===== src/commu_cfg.svh =====
/* commu configuration for the ARM packet buffer
   buffer depth, packet limits and timer lengths at simulation scale */
`ifndef COMMU_CFG_SVH
`define COMMU_CFG_SVH

// data path
`define COMMU_WORD_W       16
`define COMMU_BUF_DEPTH    64

// packet limits
`define COMMU_MAX_PKT_LEN  16
// largest value of the 4-bit packet count
`define COMMU_MAX_PKTS     15

// ------------------------------------------------------------
// timers in clk_sys cycles
// ------------------------------------------------------------
// power-on delay before the first interrupt
`define COMMU_T_POR        64
// interrupt held without acknowledge
`define COMMU_T_WD         300
// holdoff between interrupts
`define COMMU_T_DOWN       20

`endif


===== src/commu_pkg.sv =====
/* commu_pkg holds the word, count, length and control state types
   shared by the packet buffer blocks */
`default_nettype none
`include "commu_cfg.svh"

package commu_pkg;

	// one data word from the repacker
	typedef logic [`COMMU_WORD_W-1:0] pkt_word_t;

	// complete packets waiting for the ARM
	typedef logic [$clog2(`COMMU_MAX_PKTS + 1)-1:0] pkt_cnt_t;

	// packet length in words, 0 up to the max length
	typedef logic [$clog2(`COMMU_MAX_PKT_LEN + 1)-1:0] pkt_len_t;

	// word memory address
	typedef logic [$clog2(`COMMU_BUF_DEPTH)-1:0] buf_addr_t;

	// interrupt control states
	typedef enum logic [2:0] {
		S_IDLE = 3'h0,
		S_UP   = 3'h2,
		S_DOWN = 3'h3,
		S_RST  = 3'h6,
		S_DONE = 3'h7
	} int_state_e;

endpackage

`default_nettype wire


===== src/pkt_buf_if.sv =====
/* pkt_buf_if carries packet status, release and flush pulses
   and head-packet reads between buffer, read port and control */
`timescale 1ns/1ps
`default_nettype none
`include "commu_cfg.svh"

interface pkt_buf_if (
	input logic clk_sys
);

	// buffer status
	commu_pkg::pkt_cnt_t  pkg_cnt;
	commu_pkg::pkt_len_t  head_len;

	// one-cycle pulses from the control
	logic                 pkt_release;
	logic                 flush;

	// head packet read path
	logic                 rd_pop;
	commu_pkg::pkt_word_t rd_word;
	logic                 rd_last;

	modport buf_side (
		input  clk_sys,
		output pkg_cnt, head_len, rd_word, rd_last,
		input  pkt_release, flush, rd_pop
	);

	modport ctrl_side (
		input  clk_sys,
		input  pkg_cnt,
		output pkt_release, flush
	);

	modport rd_side (
		input  clk_sys,
		output rd_pop,
		input  rd_word, rd_last, head_len
	);

endinterface

`default_nettype wire


===== src/arm_int_ctrl.sv =====
/* arm_int_ctrl raises the ARM interrupt while packets wait, with
   power-on delay, acknowledge release, watchdog flush and holdoff */
`timescale 1ns/1ps
`default_nettype none
`include "commu_cfg.svh"

module arm_int_ctrl (
	input  logic          clk_sys,
	input  logic          rst_n,
	input  logic          buf_frm,
	output logic          arm_int_n,
	output logic [7:0]    stu_buf_rdy,
	output logic          rd_grant,
	pkt_buf_if.ctrl_side  bus
);

	localparam int POR_W  = $clog2(`COMMU_T_POR);
	localparam int WD_W   = $clog2(`COMMU_T_WD + 1);
	localparam int DOWN_W = $clog2(`COMMU_T_DOWN + 1);
	localparam logic [POR_W-1:0]  POR_LAST  = POR_W'(`COMMU_T_POR - 1);
	// the interrupt drops two cycles after the watchdog fires
	localparam logic [WD_W-1:0]   WD_LAST   = WD_W'(`COMMU_T_WD - 2);
	localparam logic [DOWN_W-1:0] DOWN_LAST = DOWN_W'(`COMMU_T_DOWN - 1);

	commu_pkg::int_state_e st;
	commu_pkg::int_state_e st_nxt;
	logic [POR_W-1:0]      por_cnt;
	logic [WD_W-1:0]       wd_cnt;
	logic [DOWN_W-1:0]     down_cnt;
	logic                  buf_frm_d;
	logic                  buf_rise;
	logic                  por_done;
	logic                  wd_fire;
	logic                  down_done;
	logic                  arm_int;
	logic                  release_q;
	logic                  flush_q;

	assign buf_rise  = ~buf_frm_d & buf_frm;
	assign por_done  = (por_cnt == POR_LAST);
	assign wd_fire   = (st == commu_pkg::S_UP) && (wd_cnt == WD_LAST);
	assign down_done = (down_cnt == DOWN_LAST);

	// ------------------------------------------------------------
	// state machine
	// ------------------------------------------------------------
	always_comb begin
		st_nxt = st;
		case (st)
			commu_pkg::S_RST:
				if (por_done)
					st_nxt = commu_pkg::S_IDLE;
			commu_pkg::S_IDLE:
				if (bus.pkg_cnt != '0)
					st_nxt = commu_pkg::S_UP;
			commu_pkg::S_UP:
				if (wd_fire || buf_rise)
					st_nxt = commu_pkg::S_DOWN;
			commu_pkg::S_DOWN:
				if (down_done)
					st_nxt = commu_pkg::S_DONE;
			commu_pkg::S_DONE:
				st_nxt = commu_pkg::S_IDLE;
			default:
				st_nxt = commu_pkg::S_IDLE;
		endcase
	end

	always_ff @(posedge clk_sys or negedge rst_n) begin
		if (!rst_n) begin
			st        <= commu_pkg::S_RST;
			buf_frm_d <= 1'b0;
			arm_int   <= 1'b0;
			release_q <= 1'b0;
			flush_q   <= 1'b0;
		end else begin
			st        <= st_nxt;
			buf_frm_d <= buf_frm;
			// high the cycle after each cycle in UP
			arm_int   <= (st == commu_pkg::S_UP);
			// watchdog has priority over a late acknowledge
			release_q <= (st == commu_pkg::S_UP) & buf_rise & ~wd_fire;
			flush_q   <= wd_fire;
		end
	end

	// ------------------------------------------------------------
	// power-on, watchdog and holdoff counters
	// ------------------------------------------------------------
	always_ff @(posedge clk_sys or negedge rst_n) begin
		if (!rst_n) begin
			por_cnt  <= '0;
			wd_cnt   <= '0;
			down_cnt <= '0;
		end else begin
			if (!por_done)
				por_cnt <= por_cnt + 1'b1;

			if (arm_int)
				wd_cnt <= wd_cnt + 1'b1;
			else
				wd_cnt <= '0;

			if (st == commu_pkg::S_DOWN)
				down_cnt <= down_cnt + 1'b1;
			else
				down_cnt <= '0;
		end
	end

	assign arm_int_n       = ~arm_int;
	assign stu_buf_rdy     = {8{arm_int}};
	assign rd_grant        = arm_int;
	assign bus.pkt_release = release_q;
	assign bus.flush       = flush_q;

	a_release_xor_flush: assert property (@(posedge clk_sys) disable iff (!rst_n)
		!(bus.pkt_release && bus.flush))
		else $error("release and flush in the same cycle");

endmodule

`default_nettype wire


===== src/arm_rd_port.sv =====
/* arm_rd_port serves head-packet words to the ARM one per request
   while the control grants reads */
`timescale 1ns/1ps
`default_nettype none
`include "commu_cfg.svh"

module arm_rd_port (
	input  logic                 clk_sys,
	input  logic                 rst_n,
	input  logic                 rd_req,
	input  logic                 rd_grant,
	output commu_pkg::pkt_word_t rd_data,
	output logic                 rd_valid,
	pkt_buf_if.rd_side           bus
);

	commu_pkg::pkt_len_t served;
	logic                pkt_done;
	logic                rd_ok;

	// request honoured only while words remain in the head packet
	assign rd_ok = rd_req & rd_grant & ~pkt_done & (served < bus.head_len);

	assign bus.rd_pop = rd_ok;

	// ------------------------------------------------------------
	// word count and valid strobe
	// ------------------------------------------------------------
	always_ff @(posedge clk_sys or negedge rst_n) begin
		if (!rst_n) begin
			served   <= '0;
			pkt_done <= 1'b0;
			rd_valid <= 1'b0;
		end else begin
			rd_valid <= rd_ok;
			// count restarts once the grant drops
			if (!rd_grant) begin
				served   <= '0;
				pkt_done <= 1'b0;
			end else if (rd_ok) begin
				served   <= served + 1'b1;
				pkt_done <= bus.rd_last;
			end
		end
	end

	// data follows the request by one cycle
	always_ff @(posedge clk_sys) begin
		if (rd_ok)
			rd_data <= bus.rd_word;
	end

	a_valid_granted: assert property (@(posedge clk_sys) disable iff (!rst_n)
		$rose(rd_valid) |-> $past(rd_grant))
		else $error("rd_valid without a read grant");

endmodule

`default_nettype wire


===== src/commu_sys.sv =====
/* commu_sys packet buffer between the repacker and the ARM,
   joining store, read port and interrupt control */
`timescale 1ns/1ps
`default_nettype none
`include "commu_cfg.svh"

module commu_sys (
	input  logic                 clk_sys,
	input  logic                 rst_n,
	// repacker side
	input  logic                 repk_frm,
	input  logic                 wr_valid,
	input  commu_pkg::pkt_word_t wr_data,
	// ARM side
	input  logic                 rd_req,
	input  logic                 buf_frm,
	output commu_pkg::pkt_word_t rd_data,
	output logic                 rd_valid,
	output logic                 arm_int_n,
	output logic [7:0]           stu_buf_rdy,
	output commu_pkg::pkt_cnt_t  pkt_cnt
);

	logic rd_grant;

	pkt_buf_if i_bus (
		.clk_sys (clk_sys)
	);

	pkt_buffer i_buf (
		.clk_sys  (clk_sys),
		.rst_n    (rst_n),
		.repk_frm (repk_frm),
		.wr_valid (wr_valid),
		.wr_data  (wr_data),
		.bus      (i_bus.buf_side)
	);

	arm_rd_port i_rd (
		.clk_sys  (clk_sys),
		.rst_n    (rst_n),
		.rd_req   (rd_req),
		.rd_grant (rd_grant),
		.rd_data  (rd_data),
		.rd_valid (rd_valid),
		.bus      (i_bus.rd_side)
	);

	arm_int_ctrl i_ctrl (
		.clk_sys     (clk_sys),
		.rst_n       (rst_n),
		.buf_frm     (buf_frm),
		.arm_int_n   (arm_int_n),
		.stu_buf_rdy (stu_buf_rdy),
		.rd_grant    (rd_grant),
		.bus         (i_bus.ctrl_side)
	);

	// packet count as status
	assign pkt_cnt = i_bus.pkg_cnt;

endmodule

`default_nettype wire


===== src/pkt_buffer.sv =====
/* pkt_buffer stores repacked frames in a circular word memory
   and queues their lengths for the ARM, with release and flush */
`timescale 1ns/1ps
`default_nettype none
`include "commu_cfg.svh"

module pkt_buffer (
	input  logic                 clk_sys,
	input  logic                 rst_n,
	input  logic                 repk_frm,
	input  logic                 wr_valid,
	input  commu_pkg::pkt_word_t wr_data,
	pkt_buf_if.buf_side          bus
);

	localparam int ADDR_W = $bits(commu_pkg::buf_addr_t);
	localparam int Q_W    = $bits(commu_pkg::pkt_cnt_t);
	localparam logic [ADDR_W:0] DEPTH = (ADDR_W + 1)'(`COMMU_BUF_DEPTH);
	localparam commu_pkg::pkt_len_t MAX_LEN  = commu_pkg::pkt_len_t'(`COMMU_MAX_PKT_LEN);
	localparam commu_pkg::pkt_cnt_t MAX_PKTS = commu_pkg::pkt_cnt_t'(`COMMU_MAX_PKTS);

	commu_pkg::pkt_word_t mem [`COMMU_BUF_DEPTH];
	commu_pkg::pkt_len_t  len_q [2**Q_W];

	// pointers carry one wrap bit
	logic [ADDR_W:0]      wr_ptr;
	logic [ADDR_W:0]      rd_ptr;
	logic [ADDR_W:0]      pkt_start;
	logic [ADDR_W:0]      used;
	logic [Q_W-1:0]       q_wr;
	logic [Q_W-1:0]       q_rd;
	commu_pkg::pkt_cnt_t  pkg_cnt;
	commu_pkg::pkt_len_t  cur_len;
	commu_pkg::pkt_len_t  pend_len;
	commu_pkg::pkt_len_t  rd_off;
	commu_pkg::buf_addr_t rd_addr;
	logic                 repk_frm_d;
	logic                 cur_bad;
	logic                 pend_ok;
	logic                 frm_fall;
	logic                 wr_try;
	logic                 wr_ok;
	logic                 pkt_drop;
	logic                 commit;

	// ------------------------------------------------------------
	// write side
	// ------------------------------------------------------------
	assign frm_fall = repk_frm_d & ~repk_frm;
	assign used     = wr_ptr - rd_ptr;
	assign wr_try   = repk_frm & wr_valid & ~cur_bad;
	// word lost when the packet is too long or memory is full
	assign wr_ok    = wr_try & (cur_len != MAX_LEN) & (used != DEPTH);
	assign pkt_drop = cur_bad | (cur_len == '0) | (pkg_cnt == MAX_PKTS);
	// a flush wins over a completing packet
	assign commit   = pend_ok & ~bus.flush;

	always_ff @(posedge clk_sys) begin
		if (wr_ok)
			mem[wr_ptr[ADDR_W-1:0]] <= wr_data;
		if (frm_fall)
			pend_len <= cur_len;
		if (commit)
			len_q[q_wr] <= pend_len;
	end

	always_ff @(posedge clk_sys or negedge rst_n) begin
		if (!rst_n) begin
			repk_frm_d <= 1'b0;
			wr_ptr     <= '0;
			rd_ptr     <= '0;
			pkt_start  <= '0;
			q_wr       <= '0;
			q_rd       <= '0;
			pkg_cnt    <= '0;
			cur_len    <= '0;
			rd_off     <= '0;
			cur_bad    <= 1'b0;
			pend_ok    <= 1'b0;
		end else begin
			repk_frm_d <= repk_frm;
			if (bus.flush) begin
				wr_ptr    <= '0;
				rd_ptr    <= '0;
				pkt_start <= '0;
				q_wr      <= '0;
				q_rd      <= '0;
				pkg_cnt   <= '0;
				cur_len   <= '0;
				rd_off    <= '0;
				// a frame still open loses its earlier words
				cur_bad   <= repk_frm;
				pend_ok   <= 1'b0;
			end else begin
				pend_ok <= frm_fall & ~pkt_drop;
				if (frm_fall) begin
					cur_len <= '0;
					cur_bad <= 1'b0;
					if (pkt_drop)
						wr_ptr <= pkt_start;
					else
						pkt_start <= wr_ptr;
				end else if (wr_ok) begin
					wr_ptr  <= wr_ptr + 1'b1;
					cur_len <= cur_len + 1'b1;
				end else if (wr_try) begin
					cur_bad <= 1'b1;
				end

				if (commit)
					q_wr <= q_wr + 1'b1;

				// release drops the head packet and rewinds the offset
				if (bus.pkt_release) begin
					rd_ptr <= rd_ptr + (ADDR_W + 1)'(len_q[q_rd]);
					q_rd   <= q_rd + 1'b1;
					rd_off <= '0;
				end else if (bus.rd_pop) begin
					rd_off <= rd_off + 1'b1;
				end

				pkg_cnt <= pkg_cnt + commu_pkg::pkt_cnt_t'(commit)
					- commu_pkg::pkt_cnt_t'(bus.pkt_release);
			end
		end
	end

	// ------------------------------------------------------------
	// head packet view
	// ------------------------------------------------------------
	assign rd_addr      = rd_ptr[ADDR_W-1:0] + commu_pkg::buf_addr_t'(rd_off);
	assign bus.pkg_cnt  = pkg_cnt;
	assign bus.head_len = (pkg_cnt != '0) ? len_q[q_rd] : '0;
	assign bus.rd_word  = mem[rd_addr];
	assign bus.rd_last  = (bus.head_len != '0) && (rd_off == bus.head_len - 1'b1);

	a_release_pending: assert property (@(posedge clk_sys) disable iff (!rst_n)
		bus.pkt_release |-> (pkg_cnt != '0))
		else $error("release with no packet waiting");

	// a commit at the limit would carry the count past it
	a_cnt_limit: assert property (@(posedge clk_sys) disable iff (!rst_n)
		commit && (pkg_cnt == MAX_PKTS) |-> bus.pkt_release)
		else $error("packet count above limit");

endmodule

`default_nettype wire


===== config.mk =====
export PLATFORM = sky130hd
export DESIGN_NAME = commu_sys
export DESIGN_NICKNAME = d
export VERILOG_FILES = /design/src/commu_pkg.sv /design/src/pkt_buf_if.sv /design/src/arm_int_ctrl.sv /design/src/arm_rd_port.sv /design/src/commu_sys.sv /design/src/pkt_buffer.sv
export VERILOG_INCLUDE_DIRS = /design/src /design/src/src
export SDC_FILE = /design/constraint.sdc
export NUM_CORES = 1
export LEC_CHECK = 0
export ABC_AREA = 0
export ABC_CLOCK_PERIOD_IN_PS = 11000
export BUFFER_PORTS_ARGS = -buffer_cell sky130_fd_sc_hd__buf_4
export CAP_MARGIN = 0
export CELL_PAD_IN_SITES_DETAIL_PLACEMENT = 1
export CELL_PAD_IN_SITES_GLOBAL_PLACEMENT = 2
export CORE_MARGIN = 2
export CORE_UTILIZATION = 50
export DETAILED_ROUTE_END_ITERATION = 10
export HOLD_SLACK_MARGIN = 0.06
export PLACE_DENSITY = 0.88
export REMOVE_ABC_BUFFERS = 1
export SETUP_SLACK_MARGIN = 0.4
export SLEW_MARGIN = 20
export SYNTH_ARGS = -nofsm -noshare
export SYNTH_HDL_FRONTEND = slang
export SYNTH_SLANG_ARGS = --single-unit
export TNS_END_PERCENT = 1

===== constraint.sdc =====
create_clock -name clk_sys -period 11 [get_ports clk_sys]
set_input_delay 0.55 -clock clk_sys [delete_from_list [all_inputs] [get_ports clk_sys]]
set_output_delay 0.55 -clock clk_sys [all_outputs]
set_load 0.05 [all_outputs]

==> reports/metrics.yaml <==
status: "completed"
area_growth_pct: 13.5
synth_edf_count: 1125
vias: 23806
cp-start-kind: "flop"
dpl.hpwl_um: 68000
drt_iter0_drc: 2851
htreeDepth: 3
die_h_um: 313
synth_seq_cells: 1205
yosys_warnings: 0
start_util: 0.504
wl_um: 122000
clock_sinks: 1205
p_total_mw: 16.3
slew_violations: 0
yosysMostFrequentCell: "edfxtp_1"
hold_viol: 0
io_pins: 52
crit_chain: "ha_4 > fa_4 > buf_4 > buf_4 > buf_16 > mux4_2 > mux4_2 > mux4_2"
crit_slowest_cell: "fa_4"
routedWlPerCell_um: 32.9
final-setup-viol-count: 0
fin_crit_sh: 0.488
clockBufferDepth: 3
critPathMostFrequentCell: "mux4_2"
syn-cell-area_um2: 47700
synth_flop_cell: "edfxtp_1"
worst_slack_ns: 5.63
place_ws_ns: 5.44
die_w_um: 313
power_density_nw_per_um2: 301
grt_pass1_vias: 25495
synth.avg_cell_area_um2: 21.6
synth_area_leaders: "edfxtp_1 (71%), mux4_2 (17%), dfrtp_1 (4.1%)"
worstPathMaxFanout: 66
synth_commonest_cells: "edfxtp_1 (1,125), mux4_2 (354), nor2_1 (87)"
rsz0062_at_grt: "false"
root_buffer: "clkbuf_16"
crit_path_end_kind: "flop"
skew_ns: 0.0635
die_area_um2: 97900
layout-drive-gt1-share: 0.299
max_stage_delay_ns: 1.17
gp_congestion: 0.809
crit_family: "buffers and inverters"
cp.arrival_ns: 5.83
postRouteAntennaNets: 0
synth.distinct_cells: 64
core_area_um2: 94700
insertion_delay_ns: 0.72
max-slew-margin-rel: 0.248
ys_async_sr_fraction: 0.0664
track_usage: 0.253
path_buf_inv: 3
tightest_slew_ns: 1.13
fin_util: 0.571
cts_buffers: 117
grt_max_degree: 128
antenna_found_initial: 6
critPathKind: "flop to flop"
hold_class: "input port to flop"
min_period_ns: 5.37
vdd_drop_max_uv: 314
fmax_mhz: 186
regArea_um2: 35800
drt-pass1-iter-count: 5
portBuffers: 51
clk_pin_slew_worst_paths_ns: 0.07
fillers: 7979
cap_viol_max_count: 0
critPathRequiredTime_ns: 11.46
postCtsSetupBuffers: 0
nets: 2408
grt_pass1_wl_um: 178000
multi_input_comb_area_um2: 11600
drc_errors: 0
synth_top_area_frac: 0.708
synthCells: 2205
fp-row-count: 113
leakage_nw: 17.5
viasPerCell: 6.43
tritoncts: "built"
grt-ovfl-total: 0
netlist.top_cell.by_area: "edfxtp_1"
synth_seq_area_share: 0.750
## where the power goes
part	leakage, nW	switching (mW)	total, mW	internal [mW]
sequential	11.2	0.214	5.43	5.21
combinational	4.37	3.53	6.76	3.23
clock	1.93	1.74	4.12	2.38
total	17.5	5.48	16.3	10.8
## through the flow
step | std cells | hold WS, ns | setup TNS (ns) | cell area, µm²
after global routing | 3703 | 0.151 | 0 | 54100
after floorplan | 2086 | 0.254 | -14.49 | 47200
after global placement | 3482 | 0.446 | 0 | 50100
after CTS | 3699 | 0.0733 | 0 | 54000
after detailed placement | 3482 | 0.484 | 0 | 50100
final | 3705 | 0.176 | 0 | 54100
## registers in the layout (all words and copies together), names as in the netlist, 3 cells and up
signal	flops
i_buf.mem	1024
i_buf.len_q	80
i_rd.rd_data	16
i_ctrl.wd_cnt	9
i_buf.pkt_start	7
i_buf.rd_ptr	7
i_buf.wr_ptr	7
i_ctrl.por_cnt	6
i_buf.cur_len	5
i_buf.pend_len	5
i_buf.rd_off	5
i_ctrl.down_cnt	5
i_rd.served	5
i_buf.bus.pkg_cnt	4
i_buf.q_rd	4
i_buf.q_wr	4
i_ctrl.st	3
## logic make-up (layout without fill, tap and decap cells)
kind of cell,Yosys count,count (layout),synth area share
buffers and inverters,149,382,0.0138
flip-flops,1205,1205,0.750
multiplexers,374,374,0.172
XOR/XNOR,39,39,0.00716
other,0,2,0
AND/OR/NAND/NOR,298,298,0.0314
AO/OA/AOI/OAI,96,96,0.0131
adder cells (fa/ha/maj),44,44,0.0120
## path summary, 6_finish.rpt
path                                    end              from  slack (ns)  depth (start not counted)
min in group asynchronous     i_buf.q_rd[1]             rst_n        0.47                          2
max in group asynchronous   i_buf.wr_ptr[1]             rst_n        9.91                          2
max                         i_rd.rd_data[9]   i_buf.rd_off[0]        5.63                          8
min reg2reg                i_ctrl.wd_cnt[0]  i_ctrl.wd_cnt[0]        0.49                          1
min                           i_buf.cur_bad          wr_valid        0.18                          3
max reg2reg                 i_rd.rd_data[9]   i_buf.rd_off[0]        5.63                          8
## cell usage in the layout (no fill, tap or decap), types with 30 or more instances in the layout
master	n
edfxtp_1	1125
mux4_2	354
buf_4	128
clkbuf_16	118
nor2_1	84
dfrtp_1	77
nand2_1	56
ha_1	40
a21oi_1	36
nor4_2	32
inv_1	30
## layout make-up
cell class / count / share of cell area
inverters: 30 / 0.00208
flip-flops and latches: 1205 / 0.661
multi-input cells: 851 / 0.214
diodes: 2 / 0.0000925
clock inverters: 77 / 0.0166
well taps: 1265 / 0.0292
clock buffers: 138 / 0.0563
repair buffers: 137 / 0.0206
## tightest hold or removal path, cell delays in order
cell and delay [ns]:
buf_4 0.13, o21ai_0 0.08, a21oi_1 0.07
## repair_timing
item / in CTS / in global routing
gates resized for setup: 0 / 0
hold buffers: 2 / 1
endpoints found under the hold margin: 2 / 78
## per-layer routing
metal,up-vias,part of all wire,global-route usage
met5,-,0.00028,0
met4,6,0.038,0.0977
met3,292,0.090,0.0498
met2,1344,0.50,0.413
met1,12719,0.37,0.340
li1,9445,-,-
(Power assumes the default switching activity.)
